<file path="config.mk">
export PLATFORM = sky130hd
export DESIGN_NAME = instr_ctl
export DESIGN_NICKNAME = d
export VERILOG_FILES = /design/src/logic/ctl_pkg.sv /design/src/logic/branch_resolver.sv /design/src/logic/ctrl_decoder.sv /design/src/logic/decode_stage.sv /design/src/logic/exec_stage.sv /design/src/logic/instr_ctl.sv
export VERILOG_INCLUDE_DIRS = /design/src /design/src/include
export SDC_FILE = /design/constraint.sdc
export NUM_CORES = 1
export LEC_CHECK = 0
export ABC_AREA = 1
export BUFFER_PORTS_ARGS = -buffer_cell sky130_fd_sc_hd__buf_4
export CAP_MARGIN = 0
export CORE_UTILIZATION = 39
export DETAILED_ROUTE_END_ITERATION = 8
export GPL_TIMING_DRIVEN = 0
export PLACE_DENSITY = 0.7
export SYNTH_ARGS = -nofsm -noshare
export SYNTH_HDL_FRONTEND = slang
export SYNTH_HIERARCHICAL = 1
export SYNTH_SLANG_ARGS = --single-unit
</file>
<file path="constraint.sdc">
create_clock -name clk -period 3 [get_ports clk]
set_clock_uncertainty 0.15 [all_clocks]
set_input_delay 0.6 -clock clk [delete_from_list [all_inputs] [get_ports clk]]
set_output_delay 0.6 -clock clk [all_outputs]
set_load 0.1 [all_outputs]
</file>
<file path="src/include/ctl_settings.svh">
`ifndef CTL_SETTINGS_SVH
`define CTL_SETTINGS_SVH

// Instruction word width
`define CTL_XLEN 32

// Opcode field, instr[6:0]
`define CTL_OPCODE_W 7

// Minor opcode field, instr[14:12]
`define CTL_FUNCT3_W 3

// ALU operation select
`define CTL_ALU_SEL_W 4

// Immediate generator format select
`define CTL_IMM_SEL_W 4

// Register file write-back source select
`define CTL_WB_SEL_W 2

`endif

</file>
<file path="src/logic/ctl_pkg.sv">
`default_nettype none

`include "ctl_settings.svh"

package ctl_pkg;

    // RV32I major opcodes
    typedef enum logic [`CTL_OPCODE_W-1:0] {
        OPC_LUI      = 7'b0110111,
        OPC_AUIPC    = 7'b0010111,
        OPC_JAL      = 7'b1101111,
        OPC_JALR     = 7'b1100111,
        OPC_BRANCH   = 7'b1100011,
        OPC_LOAD     = 7'b0000011,
        OPC_STORE    = 7'b0100011,
        OPC_OP_IMM   = 7'b0010011,
        OPC_OP       = 7'b0110011,
        OPC_MISC_MEM = 7'b0001111,
        OPC_SYSTEM   = 7'b1110011
    } opcode_e;

    // ALU encodings as the datapath ALU expects them
    typedef enum logic [`CTL_ALU_SEL_W-1:0] {
        ALU_AND    = 0,
        ALU_OR     = 1,
        ALU_XOR    = 2,
        ALU_ADD    = 3,
        ALU_SUB    = 4,
        ALU_PASS_B = 6,
        ALU_SLL    = 7,
        ALU_SRL    = 8,
        ALU_SRA    = 10,
        ALU_SLTU   = 11,
        ALU_SLT    = 12
    } alu_op_e;

    typedef enum logic [`CTL_IMM_SEL_W-1:0] {
        IMM_R = 0,
        IMM_I = 1,
        IMM_S = 2,
        IMM_B = 3,
        IMM_U = 4,
        IMM_J = 5
    } imm_sel_e;

    typedef enum logic [`CTL_WB_SEL_W-1:0] {
        WB_MEM = 0,
        WB_ALU = 1,
        WB_PC4 = 2
    } wb_sel_e;

    // Datapath control bundle
    typedef struct packed {
        logic     a_sel;    // 0 rs1, 1 PC
        logic     b_sel;    // 0 rs2, 1 immediate
        alu_op_e  alu_sel;
        logic     mem_wr;
        logic     reg_wen;
        logic     br_un;
        logic     pc_sel;
        wb_sel_e  wb_sel;
    } ctrl_t;

endpackage

`default_nettype wire

</file>
<file path="src/logic/branch_resolver.sv">
`timescale 1ns/1ps
`default_nettype none

`include "ctl_settings.svh"

module branch_resolver (
    input  wire [`CTL_FUNCT3_W-1:0] funct3,
    input  wire                     br_eq,
    input  wire                     br_lt,
    output logic                    br_un,
    output logic                    take
);

    logic cond;

    // Unsigned compare for BLTU and BGEU
    assign br_un = funct3[2] & funct3[1];

    // funct3[2] picks less-than over equal
    always_comb begin
        case (funct3[2])
            1'b0:    cond = br_eq;
            default: cond = br_lt;
        endcase
    end

    // Odd funct3 is the negated form (BNE, BGE, BGEU)
    assign take = cond ^ funct3[0];

endmodule

`default_nettype wire

</file>
<file path="src/logic/ctrl_decoder.sv">
`timescale 1ns/1ps
`default_nettype none

`include "ctl_settings.svh"

module ctrl_decoder (
    input  wire [`CTL_XLEN-1:0] instr,
    output ctl_pkg::ctrl_t      ctrl,
    output logic                is_branch
);

    logic [`CTL_OPCODE_W-1:0] opcode;
    logic [`CTL_FUNCT3_W-1:0] funct3;
    logic [6:0]               funct7;
    logic                     funct7_ok;

    assign opcode = instr[`CTL_OPCODE_W-1:0];
    assign funct3 = instr[14:12];
    assign funct7 = instr[31:25];

    // OP accepts only the base and the alternate encoding (bit 30)
    assign funct7_ok = (funct7 == 7'b0000000) || (funct7 == 7'b0100000);

    // ALU operation shared by OP-IMM and OP
    function automatic ctl_pkg::alu_op_e alu_for(
        input logic [`CTL_FUNCT3_W-1:0] f3,
        input logic                     sub,
        input logic                     sra
    );
        ctl_pkg::alu_op_e op;
        case (f3)
            3'b000:  op = sub ? ctl_pkg::ALU_SUB : ctl_pkg::ALU_ADD;
            3'b001:  op = ctl_pkg::ALU_SLL;
            3'b010:  op = ctl_pkg::ALU_SLT;
            3'b011:  op = ctl_pkg::ALU_SLTU;
            3'b100:  op = ctl_pkg::ALU_XOR;
            3'b101:  op = sra ? ctl_pkg::ALU_SRA : ctl_pkg::ALU_SRL;
            3'b110:  op = ctl_pkg::ALU_OR;
            default: op = ctl_pkg::ALU_AND;
        endcase
        return op;
    endfunction

    always_comb begin
        ctrl      = '0;
        is_branch = 1'b0;
        case (opcode)
            ctl_pkg::OPC_LUI: begin
                ctrl.b_sel   = 1'b1;
                ctrl.alu_sel = ctl_pkg::ALU_PASS_B;
                ctrl.reg_wen = 1'b1;
                ctrl.wb_sel  = ctl_pkg::WB_ALU;
            end
            ctl_pkg::OPC_AUIPC: begin
                ctrl.a_sel   = 1'b1;
                ctrl.b_sel   = 1'b1;
                ctrl.alu_sel = ctl_pkg::ALU_ADD;
                ctrl.reg_wen = 1'b1;
                ctrl.wb_sel  = ctl_pkg::WB_ALU;
            end
            ctl_pkg::OPC_JAL: begin
                ctrl.a_sel   = 1'b1;
                ctrl.b_sel   = 1'b1;
                ctrl.alu_sel = ctl_pkg::ALU_ADD;
                ctrl.reg_wen = 1'b1;
                ctrl.pc_sel  = 1'b1;
                ctrl.wb_sel  = ctl_pkg::WB_PC4;
            end
            ctl_pkg::OPC_JALR: begin
                // Target is rs1 plus immediate
                ctrl.b_sel   = 1'b1;
                ctrl.alu_sel = ctl_pkg::ALU_ADD;
                ctrl.reg_wen = 1'b1;
                ctrl.pc_sel  = 1'b1;
                ctrl.wb_sel  = ctl_pkg::WB_PC4;
            end
            ctl_pkg::OPC_BRANCH: begin
                // pc_sel and br_un are filled in by the branch resolver
                if (funct3 != 3'b010 && funct3 != 3'b011) begin
                    ctrl.a_sel   = 1'b1;
                    ctrl.b_sel   = 1'b1;
                    ctrl.alu_sel = ctl_pkg::ALU_ADD;
                    is_branch    = 1'b1;
                end
            end
            ctl_pkg::OPC_LOAD: begin
                if (funct3 != 3'b011 && funct3[2:1] != 2'b11) begin
                    ctrl.b_sel   = 1'b1;
                    ctrl.alu_sel = ctl_pkg::ALU_ADD;
                    ctrl.reg_wen = 1'b1;
                    ctrl.wb_sel  = ctl_pkg::WB_MEM;
                end
            end
            ctl_pkg::OPC_STORE: begin
                // SB, SH and SW only
                if (funct3[2] == 1'b0 && funct3 != 3'b011) begin
                    ctrl.b_sel   = 1'b1;
                    ctrl.alu_sel = ctl_pkg::ALU_ADD;
                    ctrl.mem_wr  = 1'b1;
                end
            end
            ctl_pkg::OPC_OP_IMM: begin
                // No SUBI, so bit 30 only picks SRAI
                ctrl.b_sel   = 1'b1;
                ctrl.alu_sel = alu_for(funct3, 1'b0, instr[30]);
                ctrl.reg_wen = 1'b1;
                ctrl.wb_sel  = ctl_pkg::WB_ALU;
            end
            ctl_pkg::OPC_OP: begin
                if (funct7_ok) begin
                    ctrl.alu_sel = alu_for(funct3, instr[30], instr[30]);
                    ctrl.reg_wen = 1'b1;
                    ctrl.wb_sel  = ctl_pkg::WB_ALU;
                end
            end
            default: begin
                // FENCE, ECALL, EBREAK and unknown opcodes need nothing from the datapath
                ctrl = '0;
            end
        endcase
    end

endmodule

`default_nettype wire

</file>
<file path="src/logic/decode_stage.sv">
`timescale 1ns/1ps
`default_nettype none

`include "ctl_settings.svh"

module decode_stage (
    input  wire                     clk,
    input  wire                     rst,
    input  wire [`CTL_XLEN-1:0]     instruction,
    output logic [`CTL_XLEN-1:0]    instr_de,
    output ctl_pkg::imm_sel_e       imm_sel
);

    logic [`CTL_OPCODE_W-1:0] opcode;
    ctl_pkg::imm_sel_e        imm_sel_next;

    assign opcode = instruction[`CTL_OPCODE_W-1:0];

    // Immediate format depends on the opcode alone
    always_comb begin
        case (opcode)
            ctl_pkg::OPC_JALR,
            ctl_pkg::OPC_LOAD,
            ctl_pkg::OPC_OP_IMM: begin
                imm_sel_next = ctl_pkg::IMM_I;
            end
            ctl_pkg::OPC_LUI,
            ctl_pkg::OPC_AUIPC: begin
                imm_sel_next = ctl_pkg::IMM_U;
            end
            ctl_pkg::OPC_JAL: begin
                imm_sel_next = ctl_pkg::IMM_J;
            end
            ctl_pkg::OPC_BRANCH: begin
                imm_sel_next = ctl_pkg::IMM_B;
            end
            ctl_pkg::OPC_STORE: begin
                imm_sel_next = ctl_pkg::IMM_S;
            end
            default: begin
                imm_sel_next = ctl_pkg::IMM_R;
            end
        endcase
    end

    always_ff @(posedge clk) begin
        if (rst) begin
            instr_de <= '0;
            imm_sel  <= ctl_pkg::IMM_R;
        end else begin
            instr_de <= instruction;
            imm_sel  <= imm_sel_next;
        end
    end

endmodule

`default_nettype wire

</file>
<file path="src/logic/exec_stage.sv">
`timescale 1ns/1ps
`default_nettype none

`include "ctl_settings.svh"

module exec_stage (
    input  wire                 clk,
    input  wire                 rst,
    input  wire [`CTL_XLEN-1:0] instr_de,
    input  wire                 br_eq,
    input  wire                 br_lt,
    output ctl_pkg::ctrl_t      ctrl
);

    ctl_pkg::ctrl_t dec_ctrl;
    ctl_pkg::ctrl_t ctrl_next;
    logic           is_branch;
    logic           res_br_un;
    logic           res_take;

    ctrl_decoder u_ctrl_decoder (
        .instr     (instr_de),
        .ctrl      (dec_ctrl),
        .is_branch (is_branch)
    );

    branch_resolver u_branch_resolver (
        .funct3 (instr_de[14:12]),
        .br_eq  (br_eq),
        .br_lt  (br_lt),
        .br_un  (res_br_un),
        .take   (res_take)
    );

    // Branch outcome overrides the static decode
    always_comb begin
        ctrl_next = dec_ctrl;
        if (is_branch) begin
            ctrl_next.pc_sel = res_take;
            ctrl_next.br_un  = res_br_un;
        end
    end

    always_ff @(posedge clk) begin
        if (rst) begin
            ctrl <= '0;
        end else begin
            ctrl <= ctrl_next;
        end
    end

endmodule

`default_nettype wire

</file>
<file path="src/logic/instr_ctl.sv">
`timescale 1ns/1ps
`default_nettype none

`include "ctl_settings.svh"

module instr_ctl (
    input  wire                 clk,
    input  wire                 rst,
    input  wire [`CTL_XLEN-1:0] instruction,
    input  wire                 br_eq,
    input  wire                 br_lt,
    output ctl_pkg::imm_sel_e   imm_sel,
    output ctl_pkg::ctrl_t      ctrl
);

    // Instruction held in the decode register
    logic [`CTL_XLEN-1:0] instr_de;

    // Stage 1, immediate format
    decode_stage u_decode_stage (
        .clk         (clk),
        .rst         (rst),
        .instruction (instruction),
        .instr_de    (instr_de),
        .imm_sel     (imm_sel)
    );

    // Stage 2, control bundle with the branch decision
    exec_stage u_exec_stage (
        .clk      (clk),
        .rst      (rst),
        .instr_de (instr_de),
        .br_eq    (br_eq),
        .br_lt    (br_lt),
        .ctrl     (ctrl)
    );

endmodule

`default_nettype wire

</file>
After elaboration in Yosys (flattened, before gate mapping)
Index checks and enable logic that the tools add are counted.
W data, S select, Z words.
{ "op_classes": {"n_mux": 22, "eq_ne": 27, "n_bitwise": 5, "reduce_logical": 15} }
{ "ops": {"columns": ["operator", "n"], "rows": [
  ["$pmux W4 S7", 3],
  ["$eq A7 B6 Y1 const B", 6],
  ["$eq A7 B7 Y1 const B", 6],
  ["$eq A7 B5 Y1 const B", 4],
  ["$pmux W3 S5", 1],
  ["$eq A7 B2 Y1 const B", 2],
  ["$mux W6", 2],
  ["$reduce_or A2 Y1", 5],
  ["$eq A3 B3 Y1 const B", 3],
  ["$reduce_or A3 Y1", 3],
  ["$mux W1", 8],
  ["$logic_not A7 Y1", 1],
  ["$eq A3 B2 Y1 const B", 2],
  ["$ne A3 B2 Y1 const B", 2],
  ["$pmux W2 S3", 1],
  ["$mux W5", 1],
  ["$reduce_or A5 Y1", 1],
  ["$mux W4", 1],
  ["$pmux W1 S4", 1],
  ["$eq A3 B1 Y1 const B", 1],
  ["$logic_and A1 B1 Y1", 3],
  ["$logic_not A3 Y1", 1],
  ["$mux W3", 1],
  ["$not A1 Y1", 3],
  ["other kinds (7)", 7]
]} }
{ "totals": {"inputBits": 36, "regBits": 48} }

Longest topological paths before layout
Gate-level depths: netlist of the first run.
{ "depth": {"word_depth": 6, "depth_mapped": 12, "depth_no_buf": 12} }

Hierarchy
The synthesis of the first run kept the hierarchy.
{ "modules_own_cells": {"columns": ["mod", "cells_each", "seq_area_each_um2", "area_each_um2", "instances"], "rows": [
  ["decode_stage", 127, 700.7, 1081.0, 1],
  ["ctrl_decoder", 92, 0.0, 430.4, 1],
  ["exec_stage", 44, 240.2, 367.9, 1],
  ["branch_resolver", 13, 0.0, 51.3, 1]
]} }

Worst setup path before layout of the first run
No wires, ideal clock.
{ "synth_path": {"kind": "reg-to-output", "start": "register, netlist name u_exec_stage/ctrl[0]", "end": "output ctrl[0] (netlist bit)", "path_stages_with_launch": 1, "arrival_ps": 909, "path_slack_ps": 1341, "cell_sequence": "dfxtp_1"} }
{ "synth_rtl": {"columns": ["element", "line_no", "rtl"], "rows": [
  ["end: declaration", "instr_ctl.sv:13", "output ctl_pkg::ctrl_t ctrl"]
]} }
No word-level cell between the ends.

Final worst setup path of the first run
{ "layout_path": {"start": "register u_decode_stage.imm_sel[1]", "end": "output imm_sel[1]"} }
{ "layout_rtl": {"columns": ["element", "line_no", "rtl"], "rows": [
  ["start: declaration", "decode_stage.sv:11", "output ctl_pkg::imm_sel_e imm_sel"],
  ["start signal: assignment", "decode_stage.sv:49", "imm_sel <= ctl_pkg::IMM_R;"],
  ["start signal: assignment", "decode_stage.sv:52", "imm_sel <= imm_sel_next;"],
  ["end: declaration", "instr_ctl.sv:12", "output ctl_pkg::imm_sel_e imm_sel,"]
]} }
No word-level cell between the ends.

==> impl_metrics.py, run 1 <==
metrics = {
    "placed_design": {
        "dp_hpwl_um": 2090,
        "post-place-cells": 314,
        "port_buffers": 35,
        "placed_cell_area_sq_um": 1840,
        "place_congestion": 0.831,
        "dp_slack_ns": 1.57,
    },
    "routing": {
        "remaining_drc_errors": 0,
        "wl_per_cell_um": 8.27,
        "dr_total_vias": 1346,
        "drt_wl_total_um": 2660,
        "dr.pass1.iters": 4,
        "drt_iter0_drc": 38,
        "routed_via_density": 4.18,
        "postRouteAntennaNets": 0,
    },
    "global_route": {
        "grt_first_pass_wirelength_um": 4710,
        "overflow": 0,
        "grt_pass1_vias": 1189,
        "antenna_found_initial": 0,
        "grt_max_degree": 11,
        "track_usage": 0.152,
    },
    "die": {
        "die_y_um": 64.4,
        "initial_core_util": 0.411,
        "die_w_um": 64.4,
        "io_pins": 52,
        "core_area_sq_um": 3690,
        "rows": 22,
        "die-area_sq_um": 4140,
    },
    "worst_setup_path": {
        "cp_cell_sequence": "buf_4",
        "crit_required_ns": 2.25,
        "worstSetupPathType": "flip-flop to output port",
        "crit_path_end_kind": "output port",
        "slowest_delay_ns": 0.32,
        "crit_fanout": 1,
        "cp_top_family": "flip-flops",
        "crit_start": "u_decode_stage/imm_sel[1]",
        "r2r_setup_slack_ns": 1.54,
        "r2r-start": "u_decode_stage/instr_de[14]",
        "arrival_ns": 0.89,
        "slowest_stage": "dfxtp_1",
        "crit_buf_inv": 1,
        "worstSetupStartpointType": "flip-flop",
    },
    "timing": {
        "drv_slew": 0,
        "layout_worst_path_cycle_share": 0.547,
        "setup_viol_count_final": 0,
        "hold_viol_final": 0,
        "fmax_ghz": 0.609,
        "worst_slack_ns": 1.36,
        "final.setup.tns_ns": 0,
        "rsz0062_at_grt": "no",
        "whs_ns": 0.367,
        "min_period_ns": 1.64,
    },
    "finish": {
        "fin_area_sq_um": 1970,
        "area_growth_pct": 29.6,
        "layout-drive-gt1-share": 0.263,
        "fillers": 383,
        "antenna_cells": 0,
        "final_cells": 322,
        "finalNetCount": 309,
    },
    "power": {
        "p_per_area_nw_per_um2": 511,
        "leakage_nw": 1.06,
        "ir_drop_mv": 0.269,
    },
    "synth": {
        "avgSynthCellArea_sq_um": 6.57,
        "syn_nets": 267,
        "synth_area_sq_um": 1520,
        "netlist_instances": 231,
        "ys_warn_count": 6,
    },
    "cts": {
        "post_cts_buffers": 0,
        "cts_made_buffers": 5,
        "clock_path_buffers": 2,
        "htree_num_levels": 2,
        "cts_resized": 0,
        "cts.sinks": 32,
        "path_clk_slew_ns": 0.06,
        "cts_root_buffer": "clkbuf_8",
        "cts_tree": "built",
        "ctsHoldBuffers": 0,
        "clk_latency_ns": 0.28,
    },
    "min_path": {
        "hold_start": "instruction[31]",
        "hp-class": "input pin to flip-flop",
    },
    "run_status": {
        "outcome": "complete, no violations",
    },
    "run": {
        "maxCapViolCount": 0,
    },
}
[per-stage QoR]
stage | power [W] | util
after CTS | 0.00101 | 0.533
after global placement | 0.000568 | 0.499
after global routing | 0.00105 | 0.533
after detailed placement | 0.000569 | 0.499
after floorplan | 0.000532 | -
final | 0.00100 | 0.533
[cells in the final DEF, fill, tap and decap left out]
master,n
a31oi_1,1
a22oi_2,1
nor4_1,1
nand2_2,6
nand2_1,40
dfxtp_1,32
nor3_1,2
nor2_2,6
nand3b_1,1
buf_4,39
nand3_1,18
inv_4,1
buf_6,1
buf_2,4
nand3_2,1
o21ai_0,3
a21oi_1,1
clkbuf_8,7
conb_1,2
o211ai_1,1
nand4_1,1
inv_2,4
or2_0,1
nor2_1,51
inv_1,47
bufinv_16,1
nor2_4,1
[where the power goes]
part	switching, W	internal, W
registers	0.00000858	0.000439
clock network	0.000152	0.000293
logic	0.0000674	0.0000445
total	0.000228	0.000776
[registers in the layout, indices dropped and copies added (netlist names)]
signal,count
u_exec_stage/ctrl,12
u_decode_stage/instr_de,17
u_decode_stage/imm_sel,3
[layer usage]
layer | wire length (um) | track usage | share of wire | up-vias
met5 | 0 | 0 | 0 | -
met4 | 76 | 0.0917 | 0.029 | 0
met3 | 139 | 0.0429 | 0.052 | 7
met2 | 1270 | 0.258 | 0.48 | 35
met1 | 1180 | 0.166 | 0.44 | 553
li1 | - | - | - | 751
[layout make-up]
type	count	area, sq um	area share
Sequential cell	32	641	0.326
Multi-Input combinational cell	138	618	0.314
Timing Repair Buffer	35	263	0.134
Inverter	52	198	0.101
Clock buffer	7	96.3	0.0490
Buffer	9	61.3	0.0312
Tap cell	48	60.1	0.0305
Clock inverter	1	30.0	0.0153
[path summary, 6_finish.rpt]
path,end,cells after the start
setup / recovery,imm_sel[1],1
hold / removal,u_decode_stage/instr_de[31],3
setup reg to reg,u_exec_stage/ctrl[2],7
hold reg to reg,u_exec_stage/ctrl[3],6
(Power assumes the default switching activity.)
==> run 2, diff against run 1 <==
Clock period 3 ns to 1.6 ns, I/O delays scaled along.
==> run 2 against run 1 <==
  * Clock-buffer cell count did not move
  * Worst hold slack worse by 0.28 ns
  * Non-clock buffer count is the same
  * Sequential cell count unchanged
  * Worst setup slack worse by 1.1 ns
  * Global-route usage did not move
  * Sequential share of layout area barely moved
  * Critical path depth up 6
  * Routed wire length hardly changed
  * Largest cell class unchanged
==> impl_metrics.py, run 2 (synthesis gave the netlist of run 1 again) <==
metrics = {
    "run_status": {
        "outcome": "complete, no violations",
    },
    "global_route": {
        "track_usage": 0.152,
        "antenna_found_initial": 0,
        "grt_pass1_vias": 1189,
        "grt_first_pass_wirelength_um": 4710,
        "overflow": 0,
        "grt_max_degree": 11,
    },
    "cts": {
        "cts_made_buffers": 5,
        "path_clk_slew_ns": 0.06,
        "clock_path_buffers": 2,
        "cts_tree": "built",
        "clk_latency_ns": 0.28,
        "htree_num_levels": 2,
        "ctsHoldBuffers": 0,
        "cts.sinks": 32,
        "cts_root_buffer": "clkbuf_8",
    },
    "worst_setup_path": {
        "r2r_cells": 7,
        "crit_fanout": 9,
        "r2r_setup_slack_ns": 0.21,
        "r2r-start": "u_decode_stage/instr_de[12]",
        "cp_top_family": "flip-flops",
        "worstSetupStartpointType": "flip-flop",
        "crit_required_ns": 1.63,
        "crit_path_frequent_cell": "nor2_1",
        "slowest_delay_ns": 0.50,
        "slowest_stage": "dfxtp_1",
        "r2r-end": "u_exec_stage/ctrl[7]",
        "crit_path_end_kind": "flip-flop",
        "cp_cell_sequence": "o21ai_0, nand3_1, nand2_2, nor2_1, nand2_1, inv_1, nor2_1",
        "arrival_ns": 1.42,
        "crit_buf_inv": 1,
        "worstSetupPathType": "flip-flop to flip-flop",
    },
    "timing": {
        "final.setup.tns_ns": 0,
        "min_period_ns": 1.39,
        "rsz0062_at_grt": "no",
        "drv_slew": 0,
        "fmax_ghz": 0.721,
        "setup_viol_count_final": 0,
        "layout_worst_path_cycle_share": 0.867,
        "worst_slack_ns": 0.212,
        "hold_viol_final": 0,
    },
    "run": {
        "maxCapViolCount": 0,
    },
    "die": {
        "die_w_um": 64.4,
        "die_y_um": 64.4,
        "rows": 22,
        "initial_core_util": 0.411,
        "io_pins": 52,
        "core_area_sq_um": 3690,
        "die-area_sq_um": 4140,
    },
    "routing": {
        "wl_per_cell_um": 8.26,
        "drt_wl_total_um": 2660,
        "postRouteAntennaNets": 0,
        "remaining_drc_errors": 0,
        "dr.pass1.iters": 4,
        "dr_total_vias": 1346,
        "drt_iter0_drc": 38,
        "routed_via_density": 4.18,
    },
    "placed_design": {
        "placed_cell_area_sq_um": 1840,
        "dp_hpwl_um": 2090,
        "dp_slack_ns": 0.170,
        "port_buffers": 35,
        "place_congestion": 0.831,
    },
    "finish": {
        "final_cell_mix": "51 x nor2_1, 47 x inv_1, 40 x nand2_1, 39 x buf_4, 31 x dfxtp_1",
        "layout-drive-gt1-share": 0.266,
        "area_growth_pct": 29.7,
        "largest_reg_flops": 17,
        "layout_commonest_cell": "nor2_1",
        "top_regs": "u_decode_stage/instr_de: 17 flops, u_exec_stage/ctrl: 12 flops, u_decode_stage/imm_sel: 3 flops",
        "fin_area_sq_um": 1970,
        "finalNetCount": 309,
        "antenna_cells": 0,
        "largest-register": "u_decode_stage/instr_de",
    },
    "power": {
        "pwr-share-comb": 0.111,
        "p_total_w": 0.00188,
        "p_sw_frac": 0.227,
        "internal_power_w": 0.00146,
        "seq_power_share": 0.446,
        "p_per_area_nw_per_um2": 957,
        "switchingPower_w": 0.000428,
        "clockPowerShare": 0.443,
        "ir_drop_mv": 0.504,
        "leakage_nw": 1.06,
    },
    "min_path": {
        "hp-class": "input pin to flip-flop",
        "hold_start": "instruction[31]",
        "hold_end": "u_decode_stage/instr_de[31]",
        "holdPathStages": 3,
    },
}
[run 2: cell count changes in the layout (fill, tap and decap cells not counted)]
cell / change
dfxtp_2: +1
dfxtp_1: -1
[run 2: worst max-delay path by stage]
stage                                           start               endpoint  slack [ns]  cells past startpoint
final                     u_decode_stage/instr_de[12]   u_exec_stage/ctrl[7]        0.21                      7
after global placement    u_decode_stage/instr_de[14]  u_exec_stage/ctrl[10]        0.15                      8
after detailed placement  u_decode_stage/instr_de[14]  u_exec_stage/ctrl[10]        0.17                      8
after CTS                 u_decode_stage/instr_de[14]   u_exec_stage/ctrl[2]        0.13                      7
after floorplan                  u_exec_stage/ctrl[0]                ctrl[0]        0.22                      0
after global routing      u_decode_stage/instr_de[12]  u_exec_stage/ctrl[10]        0.03                      7
[run 2: layout make-up]
class                      count  area (sq um)
tap                           48          60.1
inverter                      52           198
multi-input combinational    138           618
clock inverter                 1          30.0
clock buffer                   7          96.3
sequential                    32           642
fill                         385          1720
buffer                         9          61.3
timing repair buffer          35           263
[run 2: stage by stage]
stage / hold slack, ns / cells / util
detailed placement: 0.378 / 314 / 0.499
global route: 0.0818 / 322 / 0.534
floorplan: 0.277 / 231 / -
CTS: 0.0846 / 322 / 0.533
global placement: 0.374 / 314 / 0.499
finish: 0.0873 / 322 / 0.534
[run 2: what timing repair did]
item                                    4_1_cts  5_1_grt
endpoints found under the setup margin        0        2
resized for setup                             0        1
setup buffers                                 0        0
[run 2: power groups by stage]
stage / Clock [W] / Sequential (W) / Combinational [W]
floorplan: 0 / 0.000881 / 0.000117
global placement: 0 / 0.000857 / 0.000208
detailed placement: 0 / 0.000857 / 0.000210
CTS: 0.000852 / 0.000839 / 0.000211
global route: 0.000887 / 0.000842 / 0.000238
finish: 0.000835 / 0.000840 / 0.000210
[run 2: worst min-delay path, stage by stage]
cell	delay, ns
buf_4	0.07
inv_1	0.03
nor2_1	0.06
[run 2: routing by layer]
| layer | GRT usage | wire length [um] |
|---|---|---|
| met3 | 0.0429 | 139 |
| met2 | 0.258 | 1270 |
| met1 | 0.166 | 1180 |
| met5 | 0 | 0 |
| met4 | 0.0917 | 76 |
